==> config.mk <==
export PLATFORM = sky130hd
export DESIGN_NAME = us_packer_top
export DESIGN_NICKNAME = d
export VERILOG_FILES = /design/src/hw/us_pkg.sv /design/src/hw/us_cmd_regs.sv /design/src/hw/us_discovery_gen.sv /design/src/hw/us_frame_packer.sv /design/src/hw/us_packer_top.sv
export VERILOG_INCLUDE_DIRS = /design/src /design/src/hw
export SDC_FILE = /design/constraint.sdc
export NUM_CORES = 1
export LEC_CHECK = 0
export BUFFER_PORTS_ARGS = -buffer_cell sky130_fd_sc_hd__buf_2
export CAP_MARGIN = 0
export CELL_PAD_IN_SITES_DETAIL_PLACEMENT = 1
export CELL_PAD_IN_SITES_GLOBAL_PLACEMENT = 1
export CORE_AREA = 3 3 139 141
export CTS_BUF_LIST = sky130_fd_sc_hd__clkbuf_8
export CTS_CLUSTER_DIAMETER = 120
export DETAILED_ROUTE_END_ITERATION = 12
export DIE_AREA = 0 0 142 144
export PLACE_DENSITY_LB_ADDON = 0.12
export SETUP_SLACK_MARGIN = 0.4
export SKIP_CTS_REPAIR_TIMING = 1
export SLEW_MARGIN = 20
export SYNTH_ARGS = -nofsm -noshare
export SYNTH_HDL_FRONTEND = slang
export SYNTH_HIERARCHICAL = 1
export SYNTH_SLANG_ARGS = --single-unit
==> constraint.sdc <==
create_clock -name clk -period 9.08 [get_ports clk]
set_input_delay 1.362 -clock clk [delete_from_list [all_inputs] [get_ports clk]]
set_output_delay 1.362 -clock clk [all_outputs]
set_load 0.05 [all_outputs]
==> src/hw/us_macros.svh <==
// Frame sizes, start thresholds and board identity constants, included by the upstream RTL
`ifndef US_MACROS_SVH
`define US_MACROS_SVH

// Payload lengths in bytes
`define US_DISC_LEN 11'd60
`define US_FRAME_LEN 11'd1032

// Sample FIFO words needed before an EP6 frame may start
`define US_FILL_THRESHOLD 11'd333

// Firmware version reported in discovery
`define US_VERSION_MAJOR 8'd73
`define US_VERSION_MINOR 8'd2

`define US_BOARD 6'd5
`define US_NR 8'd8

// Bandscope width code, see protocol wiki
`define US_BANDSCOPE_BITS 2'b01

`endif

==> src/hw/us_pkg.sv <==
// Shared types for the upstream packer: host command word, sample and bandscope streams, identity
package us_pkg;

  // Address 0 view of a host command word
  typedef struct packed {
    logic [5:0]  rsvd_hi;
    logic [1:0]  speed;      // 48/96/192/384 kHz
    logic [15:0] rsvd_mid;
    logic [4:0]  nr_m1;      // Receivers minus one
    logic [2:0]  rsvd_lo;
  } us_rx_cfg_t;

  // Address 9 view
  typedef struct packed {
    logic [7:0]  rsvd_hi;
    logic        vna;
    logic [22:0] rsvd_lo;
  } us_vna_cfg_t;

  typedef union packed {
    us_rx_cfg_t  rx_cfg;
    us_vna_cfg_t vna_cfg;
  } us_cmd_u;

  typedef struct packed {
    logic [5:0] addr;
    us_cmd_u    data;
    logic       rqst;
  } us_cmd_t;

  typedef struct packed {
    logic [23:0] tdata;
    logic        tlast;      // Last receiver of a round
    logic        tvalid;
    logic [1:0]  tuser;
    logic [10:0] tlength;    // FIFO fill level in words
  } us_sample_t;

  typedef struct packed {
    logic [11:0] tdata;
    logic        tvalid;
  } us_bs_t;

  typedef struct packed {
    logic [47:0] mac;
    logic [31:0] static_ip;
    logic [15:0] alt_mac;
    logic [7:0]  eeprom_config;
    logic        idhermeslite;
  } us_ident_t;

  typedef struct packed {
    logic [6:0] bs_interval; // EP6 frames per EP4 frame
    logic       vna;
  } us_cfg_t;

endpackage

==> src/hw/us_cmd_regs.sv <==
// Host command decoder, keeps the wideband frame interval and VNA mode for the packer
`timescale 1ns/10ps

module us_cmd_regs (
  input  logic            clk,
  input  logic            rst_n,
  input  us_pkg::us_cmd_t cmd,
  output us_pkg::us_cfg_t cfg
);

  logic [6:0] rx_count;

  assign rx_count = {2'b00, cmd.data.rx_cfg.nr_m1} + 7'd1;

  always_ff @(posedge clk) begin
    if (!rst_n) begin
      cfg.bs_interval <= 7'd1;
      cfg.vna         <= 1'b0;
    end else if (cmd.rqst) begin
      case (cmd.addr)
        6'h00: begin
          // More receivers or higher speed means fewer wideband frames
          cfg.bs_interval <= rx_count << cmd.data.rx_cfg.speed;
        end
        6'h09: begin
          cfg.vna <= cmd.data.vna_cfg.vna;
        end
        default: begin
        end
      endcase
    end
  end

endmodule

==> src/hw/us_discovery_gen.sv <==
// Discovery reply lookup, maps a byte index of the 60-byte reply to its content
`timescale 1ns/10ps
`include "us_macros.svh"

module us_discovery_gen (
  input  logic [5:0]        disc_index,
  input  logic              run,
  input  us_pkg::us_ident_t ident,
  output logic [7:0]        disc_byte
);

  localparam logic [7:0] BOARD_BYTE = {`US_BANDSCOPE_BITS, `US_BOARD};

  always_comb begin
    case (disc_index)
      6'd0:  disc_byte = 8'hef;
      6'd1:  disc_byte = 8'hfe;
      6'd2:  disc_byte = run ? 8'h03 : 8'h02;  // Busy vs idle
      6'd3:  disc_byte = ident.mac[47:40];
      6'd4:  disc_byte = ident.mac[39:32];
      6'd5:  disc_byte = ident.mac[31:24];
      6'd6:  disc_byte = ident.mac[23:16];
      6'd7:  disc_byte = ident.mac[15:8];
      6'd8:  disc_byte = ident.mac[7:0];
      6'd9:  disc_byte = `US_VERSION_MAJOR;
      6'd10: disc_byte = {ident.eeprom_config[7:5], 5'b00000};
      6'd11: disc_byte = 8'h00;
      6'd12: disc_byte = ident.static_ip[31:24];
      6'd13: disc_byte = ident.static_ip[23:16];
      6'd14: disc_byte = ident.static_ip[15:8];
      6'd15: disc_byte = ident.static_ip[7:0];
      6'd16: disc_byte = ident.alt_mac[15:8];
      6'd17: disc_byte = ident.alt_mac[7:0];
      6'd18: disc_byte = `US_NR;
      6'd19: disc_byte = BOARD_BYTE;
      6'd20: disc_byte = `US_VERSION_MINOR;
      default: begin
        // Filler also tells the host which board family answered
        disc_byte = ident.idhermeslite ? 8'h06 : 8'h01;
      end
    endcase
  end

endmodule

==> src/hw/us_frame_packer.sv <==
// Upstream frame sequencer, streams discovery, EP6 and EP4 payloads to the UDP transmitter
`timescale 1ns/10ps
`include "us_macros.svh"

module us_frame_packer (
  input  logic               clk,
  input  logic               rst_n,
  input  logic               run,
  input  logic               have_ip,
  input  logic               wide_spectrum,
  input  logic               discovery,
  input  us_pkg::us_cfg_t    cfg,
  input  us_pkg::us_sample_t samples,
  output logic               us_tready,
  input  us_pkg::us_bs_t     bs,
  output logic               bs_tready,
  input  logic [39:0]        resp,
  output logic               resp_rqst,
  output logic               watchdog_up,
  output logic [5:0]         disc_index,
  input  logic [7:0]         disc_byte,
  input  logic               udp_tx_enable,
  output logic               udp_tx_request,
  output logic [7:0]         udp_tx_data,
  output logic [10:0]        udp_tx_length
);

  // State names the byte presented in that cycle
  localparam logic [3:0] S_IDLE      = 4'd0;
  localparam logic [3:0] S_REQ       = 4'd1;
  localparam logic [3:0] S_DISC      = 4'd2;
  localparam logic [3:0] S_HDR       = 4'd3;
  localparam logic [3:0] S_SYNC_RESP = 4'd4;
  localparam logic [3:0] S_RX2       = 4'd5;
  localparam logic [3:0] S_RX1       = 4'd6;
  localparam logic [3:0] S_RX0       = 4'd7;
  localparam logic [3:0] S_MIC1      = 4'd8;
  localparam logic [3:0] S_MIC0      = 4'd9;
  localparam logic [3:0] S_PAD       = 4'd10;
  localparam logic [3:0] S_WIDE_LO   = 4'd11;
  localparam logic [3:0] S_WIDE_HI   = 4'd12;

  localparam logic [1:0] K_DISC = 2'd0;
  localparam logic [1:0] K_EP6  = 2'd1;
  localparam logic [1:0] K_EP4  = 2'd2;

  logic [3:0]  state;
  logic [1:0]  kind;
  logic [10:0] byte_no;      // Bytes left after the current one
  logic [19:0] ep6_seq;
  logic [19:0] ep4_seq;
  logic [19:0] hdr_seq;
  logic [6:0]  bs_cnt;
  logic [6:0]  round_bytes;
  logic        mic_bit;

  logic        streaming;
  logic        ep6_go;
  logic        bs_due;
  logic        hdr_last;
  logic        sub_end;
  logic [3:0]  sub_next;

  assign streaming = (state != S_IDLE) && (state != S_REQ);
  assign ep6_go    = samples.tvalid && have_ip && run &&
                     (samples.tlength > `US_FILL_THRESHOLD);
  assign bs_due    = bs.tvalid && (bs_cnt == 7'd0);
  assign hdr_last  = (state == S_HDR) && (byte_no[2:0] == 3'd0);
  assign sub_end   = (byte_no[8:0] == 9'd0);
  assign sub_next  = byte_no[9] ? S_SYNC_RESP : S_IDLE;  // Second half or done
  assign hdr_seq   = (kind == K_EP4) ? ep4_seq : ep6_seq;

  assign disc_index = 6'(`US_DISC_LEN - 11'd1) - byte_no[5:0];

  always_ff @(posedge clk) begin
    if (!rst_n) begin
      state         <= S_IDLE;
      kind          <= K_DISC;
      byte_no       <= '0;
      udp_tx_length <= '0;
      bs_cnt        <= 7'd1;
      round_bytes   <= '0;
      mic_bit       <= 1'b0;
      resp_rqst     <= 1'b0;
      watchdog_up   <= 1'b0;
    end else begin
      if (streaming) byte_no <= byte_no - 11'd1;

      case (state)
        S_IDLE: begin
          if (discovery) begin
            kind          <= K_DISC;
            udp_tx_length <= `US_DISC_LEN;
            state         <= S_REQ;
          end else if (ep6_go) begin
            kind          <= K_EP6;
            udp_tx_length <= `US_FRAME_LEN;
            state         <= S_REQ;
          end else if (bs_due) begin
            bs_cnt      <= cfg.bs_interval;
            watchdog_up <= ~watchdog_up;  // Heartbeat even with wideband off
            if (wide_spectrum) begin
              kind          <= K_EP4;
              udp_tx_length <= `US_FRAME_LEN;
              state         <= S_REQ;
            end
          end
        end

        S_REQ: begin
          if (udp_tx_enable) begin
            byte_no <= udp_tx_length - 11'd1;
            state   <= (kind == K_DISC) ? S_DISC : S_HDR;
          end
        end

        S_DISC: begin
          if (byte_no == 11'd0) state <= S_IDLE;
        end

        S_HDR: begin
          if (hdr_last) begin
            if (kind == K_EP4) begin
              state <= S_WIDE_LO;
            end else begin
              if (bs_cnt != 7'd0) bs_cnt <= bs_cnt - 7'd1;
              state <= S_SYNC_RESP;
            end
          end
        end

        S_SYNC_RESP: begin
          round_bytes <= '0;
          if (byte_no[8:0] == 9'd504) begin
            resp_rqst <= ~resp_rqst;  // Ask for the next response word
            state     <= S_RX2;
          end
        end

        S_RX2: begin
          round_bytes <= round_bytes + 7'd1;
          if (round_bytes == 7'd0) mic_bit <= samples.tuser[0];
          state <= sub_end ? sub_next : S_RX1;
        end

        S_RX1: begin
          round_bytes <= round_bytes + 7'd1;
          state       <= sub_end ? sub_next : S_RX0;
        end

        S_RX0: begin
          round_bytes <= round_bytes + 7'd1;
          if (sub_end) state <= sub_next;
          else state <= samples.tlast ? S_MIC1 : S_RX2;
        end

        S_MIC1: begin
          round_bytes <= round_bytes + 7'd1;
          state       <= sub_end ? sub_next : S_MIC0;
        end

        S_MIC0: begin
          round_bytes <= '0;
          if (sub_end) begin
            state <= sub_next;
          end else begin
            // Room left for one more full round
            state <= (byte_no[8:0] > {2'b00, round_bytes}) ? S_RX2 : S_PAD;
          end
        end

        S_PAD: begin
          if (sub_end) state <= sub_next;
        end

        S_WIDE_LO: begin
          state <= (byte_no == 11'd0) ? S_IDLE : S_WIDE_HI;
        end

        S_WIDE_HI: begin
          state <= (byte_no == 11'd0) ? S_IDLE : S_WIDE_LO;
        end

        default: state <= S_IDLE;
      endcase
    end
  end

  // Sequence numbers restart whenever the host stops the radio
  always_ff @(posedge clk) begin
    if (!rst_n) begin
      ep6_seq <= '0;
      ep4_seq <= '0;
    end else if (!run) begin
      ep6_seq <= '0;
      ep4_seq <= '0;
    end else if (hdr_last) begin
      if (kind == K_EP4) ep4_seq <= ep4_seq + 20'd1;
      else ep6_seq <= ep6_seq + 20'd1;
    end
  end

  assign udp_tx_request = (state == S_REQ);
  assign us_tready      = (state == S_RX0);      // Low byte goes out
  assign bs_tready      = (state == S_WIDE_HI);

  always_comb begin
    case (state)
      S_DISC: udp_tx_data = disc_byte;
      S_HDR: begin
        case (byte_no[2:0])
          3'd7: udp_tx_data = 8'hef;
          3'd6: udp_tx_data = 8'hfe;
          3'd5: udp_tx_data = 8'h01;
          3'd4: udp_tx_data = (kind == K_EP4) ? 8'h04 : 8'h06;  // Endpoint
          3'd3: udp_tx_data = 8'h00;
          3'd2: udp_tx_data = {4'h0, hdr_seq[19:16]};
          3'd1: udp_tx_data = hdr_seq[15:8];
          default: udp_tx_data = hdr_seq[7:0];
        endcase
      end
      S_SYNC_RESP: begin
        case (byte_no[2:0])
          3'd4: udp_tx_data = resp[39:32];
          3'd3: udp_tx_data = resp[31:24];
          3'd2: udp_tx_data = resp[23:16];
          3'd1: udp_tx_data = resp[15:8];
          3'd0: udp_tx_data = resp[7:0];
          default: udp_tx_data = 8'h7f;  // Sync
        endcase
      end
      S_RX2:     udp_tx_data = samples.tdata[23:16];
      S_RX1:     udp_tx_data = samples.tdata[15:8];
      S_RX0:     udp_tx_data = samples.tdata[7:0];
      S_MIC0:    udp_tx_data = {7'd0, cfg.vna & mic_bit};
      S_WIDE_LO: udp_tx_data = {bs.tdata[3:0], 4'h0};
      S_WIDE_HI: udp_tx_data = bs.tdata[11:4];
      default:   udp_tx_data = 8'h00;
    endcase
  end

endmodule

==> src/hw/us_packer_top.sv <==
// Upstream packer top level, joins command decoder, discovery lookup and frame sequencer
`timescale 1ns/10ps

module us_packer_top (
  input  logic               clk,
  input  logic               rst_n,
  input  us_pkg::us_cmd_t    cmd,
  input  us_pkg::us_sample_t samples,
  input  us_pkg::us_bs_t     bs,
  input  us_pkg::us_ident_t  ident,
  input  logic [39:0]        resp,
  input  logic               run,
  input  logic               have_ip,
  input  logic               wide_spectrum,
  input  logic               discovery,
  input  logic               udp_tx_enable,
  output logic               udp_tx_request,
  output logic [7:0]         udp_tx_data,
  output logic [10:0]        udp_tx_length,
  output logic               us_tready,
  output logic               bs_tready,
  output logic               resp_rqst,
  output logic               watchdog_up
);

  us_pkg::us_cfg_t cfg;
  logic [5:0]      disc_index;
  logic [7:0]      disc_byte;

  us_cmd_regs u_cmd_regs (
    .clk   (clk),
    .rst_n (rst_n),
    .cmd   (cmd),
    .cfg   (cfg)
  );

  us_discovery_gen u_discovery_gen (
    .disc_index (disc_index),
    .run        (run),
    .ident      (ident),
    .disc_byte  (disc_byte)
  );

  us_frame_packer u_frame_packer (
    .clk            (clk),
    .rst_n          (rst_n),
    .run            (run),
    .have_ip        (have_ip),
    .wide_spectrum  (wide_spectrum),
    .discovery      (discovery),
    .cfg            (cfg),
    .samples        (samples),
    .us_tready      (us_tready),
    .bs             (bs),
    .bs_tready      (bs_tready),
    .resp           (resp),
    .resp_rqst      (resp_rqst),
    .watchdog_up    (watchdog_up),
    .disc_index     (disc_index),
    .disc_byte      (disc_byte),
    .udp_tx_enable  (udp_tx_enable),
    .udp_tx_request (udp_tx_request),
    .udp_tx_data    (udp_tx_data),
    .udp_tx_length  (udp_tx_length)
  );

endmodule

* Word level (Yosys, flattened, before mapping)
Cells that the tools add are included.
** Operators by class
- Add/subtract/negate cells :: 8
- Order comparisons :: 2
- Equality and inequality tests :: 55
- Shift operators :: 1
- Multiplexer cells :: 49
- Bitwise gates (word level) :: 6
- Reduce and logical (&&, ||, !) cells :: 34
** Operators with widths (number)
- 8-bit case mux with 21 select lines :: 1
- 11-bit 2-to-1 mux :: 7
- 4-bit 2-to-1 mux :: 19
- 8-bit case mux with 9 select lines :: 1
- 8-bit case mux with 7 select lines :: 1
- 6-bit by 4-bit == test with 1-bit output, second input constant :: 9
- 4-bit case mux with 13 select lines :: 1
- 7-bit 2-to-1 mux :: 6
- 20-bit by 1-bit adder with 20-bit output, second input constant :: 2
- 8-bit case mux with 5 select lines :: 1
- 6-bit by 5-bit == test with 1-bit output, second input constant :: 5
- 7-bit case mux with 2 select lines :: 2
- 6-bit by 3-bit == test with 1-bit output, second input constant :: 4
- 11-bit by 1-bit subtractor with 11-bit output, second input constant :: 2
- 4-bit == test, second input constant :: 5
- 20-bit 2-to-1 mux :: 1
- 4-bit by 3-bit == test with 1-bit output, second input constant :: 4
- 7-bit zero test :: 2
- 2-bit AND reduction :: 7
- 7-bit AND reduction :: 2
- 3-bit == test, second input constant :: 4
- 6-bit by 2-bit == test with 1-bit output, second input constant :: 2
- 6-bit zero test :: 2
- 11-bit by 9-bit > comparator with 1-bit output, second input constant :: 1
- other kinds (37) :: 64
** Word-level totals
- Register bits after elaboration :: 93
- Output and inout port bits :: 24
- Word-level logic and storage cells :: 168

* Depth between registers and ports, before layout
Gate-level depths: netlist (run 1).
- Word-level depth :: 6
- Depth in mapped cells :: 14
- Depth with buffers taken out :: 12

* Modules after synthesis
Netlist (run 1), hierarchy kept.
** Modules (own cells, without submodules)
- us_frame_packer :: instances 1, cells each 700, area each 5253.8 µm², seq. area each 1541.5 µm²
- us_discovery_gen :: instances 1, cells each 148, area each 1124.8 µm², seq. area each 0.0 µm²
- us_cmd_regs :: instances 1, cells each 72, area each 626.9 µm², seq. area each 160.2 µm²

* Worst setup path before layout (run 1)
No wires, ideal clock.
- Kind :: reg2out
- From :: register u_frame_packer.byte_no[2]
- To :: output udp_tx_data[0]
- Data arrival time :: 3.153 ns
- Required time :: 7.718 ns
- Path slack :: 4.565 ns
- Cell stages (with the launch flop) :: 14
- Buffers on the path :: 3
- Cells stage by stage :: dfxtp_1 clkbuf_1 clkbuf_1 nand3_1 xor2_1 buf_6 or2_4 nor4_2 a221oi_1 nand4_1 o41a_1 a222oi_1 nand3_1 a221o_1
** Between the ends
- Longest elaborated chain between the ends :: 4
- Elaborated cells between the ends (all ways) :: 34
** RTL lines
- from (decl) :: RTL line us_frame_packer.sv:49 : logic [10:0] byte_no;
- from (signal assigned) :: RTL line us_frame_packer.sv:87 : if (streaming) byte_no <= byte_no - 11'd1;
- from (signal assigned) :: RTL line us_frame_packer.sv:112 : byte_no <= udp_tx_length - 11'd1;
- 6-bit subtractor * :: RTL line us_frame_packer.sv:73 : assign disc_index = 6'(`US_DISC_LEN - 11'd1) - byte_no[5:0];
- via disc_index[5] :: RTL line us_packer_top.sv:27 : logic [5:0] disc_index;
- 6-bit by 5-bit == test with 1-bit output (tied with other cells) :: RTL line us_discovery_gen.sv:15 : case (disc_index)
- 8-bit case mux with 21 select lines * :: RTL line us_discovery_gen.sv:15
- via disc_byte[0] :: RTL line us_packer_top.sv:28 : logic [7:0] disc_byte;
- 8-bit case mux with 9 select lines * :: RTL line us_frame_packer.sv:208 : case (state)
- to (decl) :: RTL line us_packer_top.sv:18 : output logic [7:0] udp_tx_data,
Mark *: on every way through the listed nets, which the timed path passes. The rest lies on a longest branch.

* Final worst setup path (run 1)
- From :: register u_frame_packer.byte_no[2]
- To :: output udp_tx_data[2]
The elaborated chain is that of the path after synthesis.

==> flow_metrics.env, run 1 <==
export IMPL_power_per_cell_area_nw_per_um2=198.0
export IMPL_route_detailed_drc=0
export IMPL_setup_tns_ps=0
export IMPL_critical_path_max_fanout=45
export IMPL_global_routing_usage_summed_across_all_routing_layers_pct=27.46
export IMPL_multi_input_area_um2=4888
export IMPL_ioPinCount=267
export IMPL_clock_latency_ps=390
export IMPL_synth_cell_types=94
export IMPL_grt_setup_unrepaired="no"
export IMPL_final_period_minus_worst_setup_slack_ps=5848
export IMPL_clk_root_buffer_cell="clkbuf_8"
export IMPL_die_height_um=144
export IMPL_grt_pass1_vias=7830
export IMPL_ys_seq_elements=85
export IMPL_worstSetupEndpointType="output port"
export IMPL_nFillCells=2365
export IMPL_wl_per_cell_um=21.58
export IMPL_finalSetupViolCount=0
export IMPL_power_leakage_nw=3.390
export IMPL_grt_overflow=0
export IMPL_post_synth_edffs=0
export IMPL_post_route_cells_drive_above_1_share_pct=26.07
export IMPL_critical_path_top_delay_family="buffers and inverters"
export IMPL_critical_path_class="flip-flop to output port"
export IMPL_finalClockSkew_ps=16.77
export IMPL_commonest_cells_after_routing_fill_and_taps_aside="buf_2, nand2_1, nor2_1, dfxtp_1, a21oi_1"
export IMPL_min_delay_path_class="flip-flop to flip-flop"
export IMPL_numClockSinks=85
export IMPL_syn_cell_area_um2=7005
export IMPL_io_buffer_count=229
export IMPL_cts_reportedPaths_clkPinSlew_ps=90
export IMPL_reg2reg_slack_ps=5240
export IMPL_vdd_ir_drop_max_mv=0.1236
export IMPL_worstHoldPathCells=2
export IMPL_postSynth_topFlopCell="dfxtp_1"
export IMPL_drt_pass1_iter_count=5
export IMPL_route_final_wire_length_um=29220
export IMPL_timing_hold_violations_final=0
export IMPL_worst_path_buf_inv=4
export IMPL_slew_limit_headroom_pct=31.86
export IMPL_critical_path_slowest_cell="or4_1"
export IMPL_design_core_area_um2=18090
export IMPL_path_cells="buf_4 -> inv_1 -> ha_1 -> inv_1 -> nor3b_2 -> a32oi_1 -> nand3_1 -> or4_1 -> a22oi_1 -> nand2_1 -> a221oi_1 -> nand2_1 -> buf_2"
export IMPL_antenna_found_initial=7
export IMPL_max_cap_violations=0
export IMPL_tritoncts_num_buffers=9
export IMPL_clock_path_buffers=2
export IMPL_final_max_slew_violation_count=0
export IMPL_cts_tree="yes"
export IMPL_routed_via_count=8007
export IMPL_cpPeakStageDelay_ps=580
export IMPL_post_route_period_util_pct=64.40
export IMPL_routabilityCongestion=0.9482
export IMPL_ys_seq_area_share_pct=24.29
export IMPL_drtIter0Drc=570
export IMPL_detail_route_antenna_nets=0
export IMPL_async_flop_share_pct=0
export IMPL_clock_tree_htree_level_count=3
export IMPL_fmax_mhz=171.0
export IMPL_crit_arrival_ps=4490
export IMPL_hpwlAfterDp_um=23240
export IMPL_tightestPinTransition_ps=1018
export IMPL_starting_utilization_of_the_core_area_pct=38.73
export IMPL_viasPerCell=5.914
export IMPL_mostFrequentLayoutCell="buf_2"
export IMPL_synth_warnings=6
export IMPL_final_seq_area_um2=1702
export IMPL_outcome="finished, final reports clean"
export IMPL_worstPathRequired_ps=7720
export IMPL_final_nets=1381
export IMPL_die_width_um=142
export IMPL_grt_max_degree=46
export IMPL_area_delta_synth_final_pct=20.56
export IMPL_synthesis_instances=920
export IMPL_die_area_um2=20450
export IMPL_critical_path_cell_count=13
export IMPL_total_number_of_placement_rows=49
export IMPL_postSynthAreaPerCell_um2=7.615
export IMPL_ff2ff_path_depth=8
export IMPL_grt_pass1_wl_um=43880
export IMPL_fin_total_pwr_mw=1.672
export IMPL_worst_setup_path_start_kind="flip-flop"
[metrics by stage]
step           hold slack, ps  std cells  setup slack [ps]  utilization (%)  cell area [um2]
3_5_place_dp            480.7       1333              3673            45.35             8203
4_1_cts                 493.8       1349              3217            46.63             8433
6_report                488.2       1354              3232            46.70             8446
2_1_floorplan           448.0        925              4565                -             7024
5_1_grt                 531.5       1353              3009            46.68             8443
3_3_place_gp            469.7       1333              3703            45.35             8203
[worst register-to-register path: stages (launching register included)]
cell     delay [ps]
dfxtp_1         360
inv_2           260
buf_4           470
ha_1            570
and2b_1         650
nand3_2         250
or4_1           730
or3_1           360
a21oi_1         140
[worst paths after layout]
check,from,end
worst max-delay path,u_frame_packer/byte_no[2],udp_tx_data[2]
worst min-delay path,u_frame_packer/bs_cnt[1],u_frame_packer/bs_cnt[1]
worst max register to register,u_frame_packer/byte_no[0],u_frame_packer/ep6_seq[12]
worst min register to register,u_frame_packer/bs_cnt[1],u_frame_packer/bs_cnt[1]
[kinds of logic after synthesis]
group / count (synthesis) / synth area share [%]
flops: 85 / 24.29
simple gates: 403 / 30.06
compound gates: 245 / 24.08
xor+xnor: 45 / 5.626
buf+inv: 88 / 6.197
fa+ha+maj: 24 / 4.251
other cells: 1 / 0.05353
mux: 29 / 5.447
[sequential cells by signal, indices dropped and copies added (netlist names), 2 cells and up]
signal and count:
u_frame_packer/bs_cnt 7, u_cmd_regs/cfg 8, u_frame_packer/kind 2, u_frame_packer/ep4_seq 20, u_frame_packer/ep6_seq 20, u_frame_packer/state 4
u_frame_packer/round_bytes 7, u_frame_packer/udp_tx_length 3, u_frame_packer/byte_no 11
[synth_stat cells, drive strengths merged, types with 7 or more instances]
cell type	number	area, um2
nand2b	14	87.58
and2	7	43.80
buf	33	226.5
nand3	38	195.2
xor2	24	210.2
a21oi	57	285.3
and3	13	81.33
o21ai	53	269.0
nor2b	14	97.59
a22oi	22	165.2
or3	20	125.1
nor4	12	102.6
mux2i	19	190.2
a211oi	9	67.56
nor3	24	163.9
a222oi	12	120.1
inv	27	101.3
nand4	22	137.6
a31oi	12	75.07
mux4	7	157.7
a221oi	9	78.83
xnor2	21	183.9
ha	23	287.8
nand2	115	431.7
clkbuf	27	102.6
a22o	7	61.31
dfxtp	85	1702
nor2	91	341.6
[layer usage]
| layer | GRT usage (%) | vias up | part of all wire, % |
|---|---|---|---|
| li1 | - | 3803 | - |
| met1 | 33.64 | 3867 | 42 |
| met2 | 47.70 | 285 | 48 |
| met3 | 4.729 | 48 | 6.2 |
| met4 | 11.41 | 4 | 3.4 |
| met5 | 0 | - | 0.089 |
[area by class of cell]
class	instances	share of cell area, %
antenna	5	0.1481
clock buffer	9	1.467
tap	229	3.393
timing repair buffer	239	14.46
multi-input combinational	752	57.88
sequential	85	20.15
clock inverter	7	1.259
inverter	28	1.244
[power by group]
| part | internal (mW) | switching [mW] | leakage (nW) |
|---|---|---|---|
| Sequential | 0.403 | 0.0610 | 0.687 |
| Combinational | 0.311 | 0.574 | 2.59 |
| Clock | 0.160 | 0.163 | 0.110 |
| Total | 0.874 | 0.798 | 3.39 |
Note: power is estimated with default switching activity, not from simulation.
==> run 2, diff against run 1 <==
- CORE_AREA: 3 3 139 141 -> 3 3 144 146
- DIE_AREA: 0 0 142 144 -> 0 0 147 149
- clock period: 9.08 -> 5.9 ns (I/O delays scaled with it)
==> run 2 against run 1 <==
Against the previous run: global-route usage is 2.6 points lower; total power increased by 53%; wire length is 2.7% lower; critical path depth did not move; cell area is 0.43% higher; non-clock buffer count decreased by 1; largest power group unchanged; critical endpoint unchanged.
==> flow_metrics.env, run 2 (same netlist as run 1, synthesis figures left out) <==
export IMPL_outcome="finished, final reports clean"
export IMPL_timing_hold_worst_endpoint="u_frame_packer/bs_cnt[6]"
export IMPL_global_routing_usage_summed_across_all_routing_layers_pct=24.88
export IMPL_worstPathRequired_ps=5020
export IMPL_hold_slack_final_ps=493.3
export IMPL_ff2ff_path_depth=8
export IMPL_clock_tree_htree_level_count=3
export IMPL_slew_limit_headroom_pct=27.50
export IMPL_tightestPinTransition_ps=1084
export IMPL_post_route_period_util_pct=86.30
export IMPL_grt_overflow=0
export IMPL_worstSetupEndpointType="output port"
export IMPL_ioPinCount=267
export IMPL_routed_via_count=7854
export IMPL_finalSetupViolCount=0
export IMPL_reg2reg_slack_ps=1990
export IMPL_timing_hold_violations_final=0
export IMPL_vdd_ir_drop_max_mv=0.1324
export IMPL_clk_root_buffer_cell="clkbuf_8"
export IMPL_hpwlAfterDp_um=22410
export IMPL_worst_setup_path_start_kind="flip-flop"
export IMPL_critical_path_max_fanout=24
export IMPL_antenna_found_initial=1
export IMPL_cts_tree="yes"
export IMPL_dpl_instance_area_um2=8240
export IMPL_max_cap_violations=0
export IMPL_final_nets=1380
export IMPL_power_per_cell_area_nw_per_um2=301.9
export IMPL_path_cells="inv_1 -> ha_1 -> inv_1 -> or4b_4 -> nor2b_2 -> a22oi_1 -> nand3_1 -> or4_1 -> a22oi_1 -> nand2_1 -> a221oi_1 -> nand2_1 -> buf_2"
export IMPL_power_leakage_nw=3.399
export IMPL_die_height_um=149
export IMPL_routabilityCongestion=0.9068
export IMPL_grt_setup_unrepaired="no"
export IMPL_setup_slack_ps=808.2
export IMPL_drt_pass1_iter_count=5
export IMPL_worst_path_buf_inv=3
export IMPL_final_period_minus_worst_setup_slack_ps=5092
export IMPL_critical_path_slowest_cell="dfxtp_2"
export IMPL_stdcell_area_um2=8482
export IMPL_fmax_mhz=196.4
export IMPL_worstHoldStart="u_frame_packer/bs_cnt[6]"
export IMPL_drtIter0Drc=569
export IMPL_grt_pass1_wl_um=43700
export IMPL_detail_route_antenna_nets=0
export IMPL_grt_max_degree=41
export IMPL_clock_path_buffers=2
export IMPL_r2r_start="u_frame_packer/byte_no[1]"
export IMPL_mostFrequentLayoutCell="buf_2"
export IMPL_die_area_um2=21900
export IMPL_route_final_wire_length_um=28440
export IMPL_viasPerCell=5.675
export IMPL_post_place_cells=1368
export IMPL_commonest_cells_after_routing_fill_and_taps_aside="buf_2, nand2_1, nor2_1, dfxtp_1, a21oi_1"
export IMPL_critical_path_class="flip-flop to output port"
export IMPL_biggestRegsByFlops="u_frame_packer/ep4_seq (20), u_frame_packer/ep6_seq (20), u_frame_packer/byte_no (11)"
export IMPL_cpPeakStageDelay_ps=610
export IMPL_starting_utilization_of_the_core_area_pct=35.88
export IMPL_final_max_slew_violation_count=0
export IMPL_antenna_cells=0
export IMPL_tritoncts_num_buffers=9
export IMPL_area_delta_synth_final_pct=21.08
export IMPL_route_detailed_drc=0
export IMPL_die_width_um=147
export IMPL_layout_cells_non_filler=1384
export IMPL_min_delay_path_class="flip-flop to flip-flop"
export IMPL_wl_per_cell_um=20.55
export IMPL_design_core_area_um2=19530
export IMPL_postLayoutCoreUtil_pct=43.44
export IMPL_finalClockSkew_ps=13.60
export IMPL_numClockSinks=85
export IMPL_grt_pass1_vias=7851
export IMPL_critical_path_top_delay_family="simple AND/OR/NAND/NOR gates"
export IMPL_setup_tns_ps=0
export IMPL_pre_cts_slack_ps=915.8
export IMPL_worstHoldPathCells=2
export IMPL_io_buffer_count=229
export IMPL_cts_reportedPaths_clkPinSlew_ps=90
export IMPL_clock_latency_ps=380
export IMPL_worst_r2r_endpoint="u_frame_packer/ep6_seq[15]"
export IMPL_crit_arrival_ps=4210
export IMPL_total_number_of_placement_rows=51
export IMPL_fin_total_pwr_mw=2.561
export IMPL_post_route_cells_drive_above_1_share_pct=26.09
==> run 2: how the worst max path moves through the flow <==
stage | startpoint | end | cells past startpoint
2_1_floorplan | u_frame_packer/byte_no[2] | udp_tx_data[0] | 13
4_1_cts | u_frame_packer/byte_no[2] | udp_tx_data[2] | 12
6_report | u_frame_packer/byte_no[2] | udp_tx_data[2] | 13
5_1_grt | u_frame_packer/byte_no[2] | udp_tx_data[0] | 11
3_3_place_gp | u_frame_packer/byte_no[2] | udp_tx_data[2] | 12
3_5_place_dp | u_frame_packer/byte_no[2] | udp_tx_data[2] | 12
==> run 2: tightest hold or removal path: stages, from the launching register on <==
cell and delay, ps:
dfxtp_1 340, inv_1 60, a211oi_1 50
==> run 2: layer usage <==
layer | GRT usage, % | routed length, um
met2 | 41.28 | 13810
met4 | 6.151 | 480
met5 | 0 | 7
met3 | 4.801 | 1520
met1 | 33.52 | 12620
==> run 2: cell type report <==
type	instances	area, um2
Timing Repair Buffer	238	1214
Sequential cell	85	1703
Clock buffer	11	151.4
Multi-Input combinational cell	752	4896
Tap cell	265	331.6
Fill cell	2539	11040
Clock inverter	5	81.33
Inverter	28	105.1
==> run 2: where the power goes <==
group	internal (mW)	leakage [nW]	switching (mW)
clock	0.263	0.121	0.238
combinational	0.474	2.59	0.857
sequential	0.621	0.688	0.108
==> run 3, diff against run 2 <==
- ABC_AREA: default -> 1
- CORE_AREA: 3 3 144 146 -> 3 3 151 153
- DIE_AREA: 0 0 147 149 -> 0 0 154 156
- PLACE_DENSITY_LB_ADDON: 0.12 -> 0.1
==> run 3 against run 2 <==
Against the previous run: die area increased by 9.7%; combinational power grew 15%; non-clock buffer count fell by 4; critical path type unchanged; cell area up 7.1%; first-iteration DRC count decreased by 4.4%; clock power decreased by 15%; maximum frequency is 8.8% higher; worst hold slack got worse by 44 ps; sequential cell count is the same.
==> flow_metrics.env, run 3 <==
export IMPL_outcome="finished, final reports clean"
export IMPL_worstPathRequired_ps=5020
export IMPL_clk_root_buffer_cell="clkbuf_8"
export IMPL_worst_setup_path_start_kind="flip-flop"
export IMPL_routed_via_count=9059
export IMPL_antenna_found_initial=4
export IMPL_ioPinCount=267
export IMPL_io_buffer_count=229
export IMPL_max_cap_violations=0
export IMPL_synth_top_cells_by_area="dfxtp_1, nand2_1, nand3_1"
export IMPL_numClockSinks=85
export IMPL_slew_limit_headroom_pct=38.94
export IMPL_final_seq_area_um2=1702
export IMPL_design_core_area_um2=21690
export IMPL_finalSetupViolCount=0
export IMPL_clock_path_buffers=2
export IMPL_cpPeakStageDelay_ps=690
export IMPL_mostFrequentLayoutCell="nand2_1"
export IMPL_cts_reportedPaths_clkPinSlew_ps=90
export IMPL_setup_tns_ps=0
export IMPL_worstSetupEndpointType="output port"
export IMPL_synthesis_instances=1236
export IMPL_final_period_minus_worst_setup_slack_ps=4680
export IMPL_final_max_slew_violation_count=0
export IMPL_fmax_mhz=213.7
export IMPL_critical_path_class="flip-flop to output port"
export IMPL_global_route_usage_met1_pct=31.56
export IMPL_drtIter0Drc=544
export IMPL_syn_cell_area_um2=7513
export IMPL_synthDominantAreaCellType="dfxtp_1"
export IMPL_nFillCells=3010
export IMPL_tritoncts_num_buffers=9
export IMPL_crit_arrival_ps=3790
export IMPL_critPathMostFrequentCell="nand2_1"
export IMPL_route_final_wire_length_um=31180
export IMPL_grt_busiest_layer="met2"
export IMPL_stdcell_area_um2=9084
export IMPL_grt_pass1_wl_um=48760
export IMPL_async_flop_share_pct=0
export IMPL_clock_latency_ps=380
export IMPL_synth_warnings=6
export IMPL_finalClockSkew_ps=21.37
export IMPL_netlist_area_leader_share_pct=22.65
export IMPL_commonest_cells_after_routing_fill_and_taps_aside="nand2_1, buf_2, inv_1, nor2_1, nand3_1"
export IMPL_worst_path_buf_inv=5
export IMPL_global_routing_usage_summed_across_all_routing_layers_pct=25.29
export IMPL_grt_max_degree=31
export IMPL_critical_path_slowest_cell="dfxtp_1"
export IMPL_multi_input_area_um2=5030
export IMPL_min_delay_path_class="flip-flop to flip-flop"
export IMPL_detail_route_antenna_nets=0
export IMPL_post_route_period_util_pct=79.32
export IMPL_critical_path_top_delay_family="simple AND/OR/NAND/NOR gates"
export IMPL_vdd_ir_drop_max_mv=0.1764
export IMPL_total_number_of_placement_rows=54
export IMPL_post_synth_edffs=0
export IMPL_wl_per_cell_um=17.90
export IMPL_dpl_instance_area_um2=8884
export IMPL_grt_setup_unrepaired="no"
export IMPL_ys_seq_area_share_pct=22.65
export IMPL_path_cells="inv_1 -> buf_4 -> ha_1 -> inv_1 -> nor2_4 -> nand3_1 -> nand2_1 -> inv_1 -> nand2_1 -> nor2_2 -> nand3_1 -> nand2_1 -> nand2_1 -> nand3_1 -> a21oi_1 -> nand2_1 -> buf_2"
export IMPL_grt_use_met3_pct=3.634
export IMPL_route_detailed_drc=0
export IMPL_critical_path_max_fanout=21
export IMPL_grt_overflow=0
export IMPL_post_route_cells_drive_above_1_share_pct=23.17
export IMPL_die_height_um=156
export IMPL_power_leakage_nw=4.198
export IMPL_synth_cell_types=56
export IMPL_postSynth_topFlopCell="dfxtp_1"
export IMPL_starting_utilization_of_the_core_area_pct=34.64
export IMPL_globalRouteMet2Util_pct=45.47
export IMPL_postSynthAreaPerCell_um2=6.079
export IMPL_die_width_um=154
export IMPL_ys_seq_elements=85
export IMPL_hpwlAfterDp_um=25380
export IMPL_yosys_top_cells_count="nand2_1, inv_1, nor2_1, nand3_1, dfxtp_1"
export IMPL_clock_tree_htree_level_count=3
export IMPL_yosysMostFrequentCell="nand2_1"
export IMPL_power_per_cell_area_nw_per_um2=293.9
export IMPL_timing_hold_violations_final=0
export IMPL_tightestPinTransition_ps=912.5
export IMPL_biggestRegsByFlops="u_frame_packer/ep4_seq (20), u_frame_packer/ep6_seq (20), u_frame_packer/byte_no (11)"
export IMPL_viasPerCell=5.200
export IMPL_die_area_um2=24020
export IMPL_final_nets=1720
export IMPL_grt_pass1_vias=9230
export IMPL_routabilityCongestion=0.9012
export IMPL_drt_pass1_iter_count=5
export IMPL_cts_tree="yes"
export IMPL_area_delta_synth_final_pct=20.90
-- run 3: cell count changes after synthesis, moves of 20 or more --
cell,change
o21ai_0,+26
a22oi_1,-21
nand3_1,+84
or3_1,-20
nor2_1,+48
inv_1,+113
nand2_1,+193
-- run 3: final cells by class --
type,count,area share [%]
Sequential cell,85,18.73
Antenna cell,3,0.08264
Clock buffer,11,1.667
Multi-Input combinational cell,962,55.37
Clock inverter,5,0.4545
Timing Repair Buffer,234,13.03
Inverter,162,6.804
Tap cell,280,3.857
-- run 3: report_power, final --
group          internal, mW  switching (mW)
logic                 0.426            1.10
registers             0.628          0.0856
clock network         0.181           0.245
-- run 3: per-layer routing --
| layer | share of wire (%) | vias to the layer above |
|---|---|---|
| li1 | - | 4523 |
| met1 | 44 | 4260 |
| met2 | 49 | 244 |
| met3 | 4.5 | 30 |
| met4 | 2.1 | 2 |
| met5 | 0.042 | - |
-- run 3: path summary, 6_finish.rpt --
| check | startpoint | endpoint | slack, ps | depth (start not counted) |
|---|---|---|---|---|
| worst min register to register | u_frame_packer/mic_bit | u_frame_packer/mic_bit | 450 | 2 |
| worst max register to register | u_frame_packer/byte_no[0] | u_frame_packer/ep6_seq[16] | 3090 | 13 |
| worst min-delay path | u_frame_packer/mic_bit | u_frame_packer/mic_bit | 450 | 2 |
| worst max-delay path | u_frame_packer/byte_no[2] | udp_tx_data[1] | 1220 | 17 |
-- run 3: per-stage QoR --
stage	power (mW)	std cells	utilization [%]	setup WS, ps	hold slack, ps
global route	2.885	1742	41.88	923.6	486.8
CTS	2.681	1739	41.85	1239	455.1
finish	2.669	1742	41.88	1220	449.5
global placement	2.208	1723	40.96	1675	431.1
detailed placement	2.243	1723	40.96	1679	440.3
floorplan	1.763	1241	-	2195	423.1
-- run 3: kinds of logic after synthesis --
group / synth area share, %
xor+xnor: 1.399
simple gates: 44.46
compound gates: 16.95
other cells: 0.04991
flops: 22.65
buf+inv: 10.66
fa+ha+maj: 3.830
-- run 3: tightest hold or removal path: cells and delay by family (launching register included) --
kind	cells	cell delay, ps
AO/OA/AOI/OAI	1	50
flip-flops	1	320
buffers and inverters	1	50
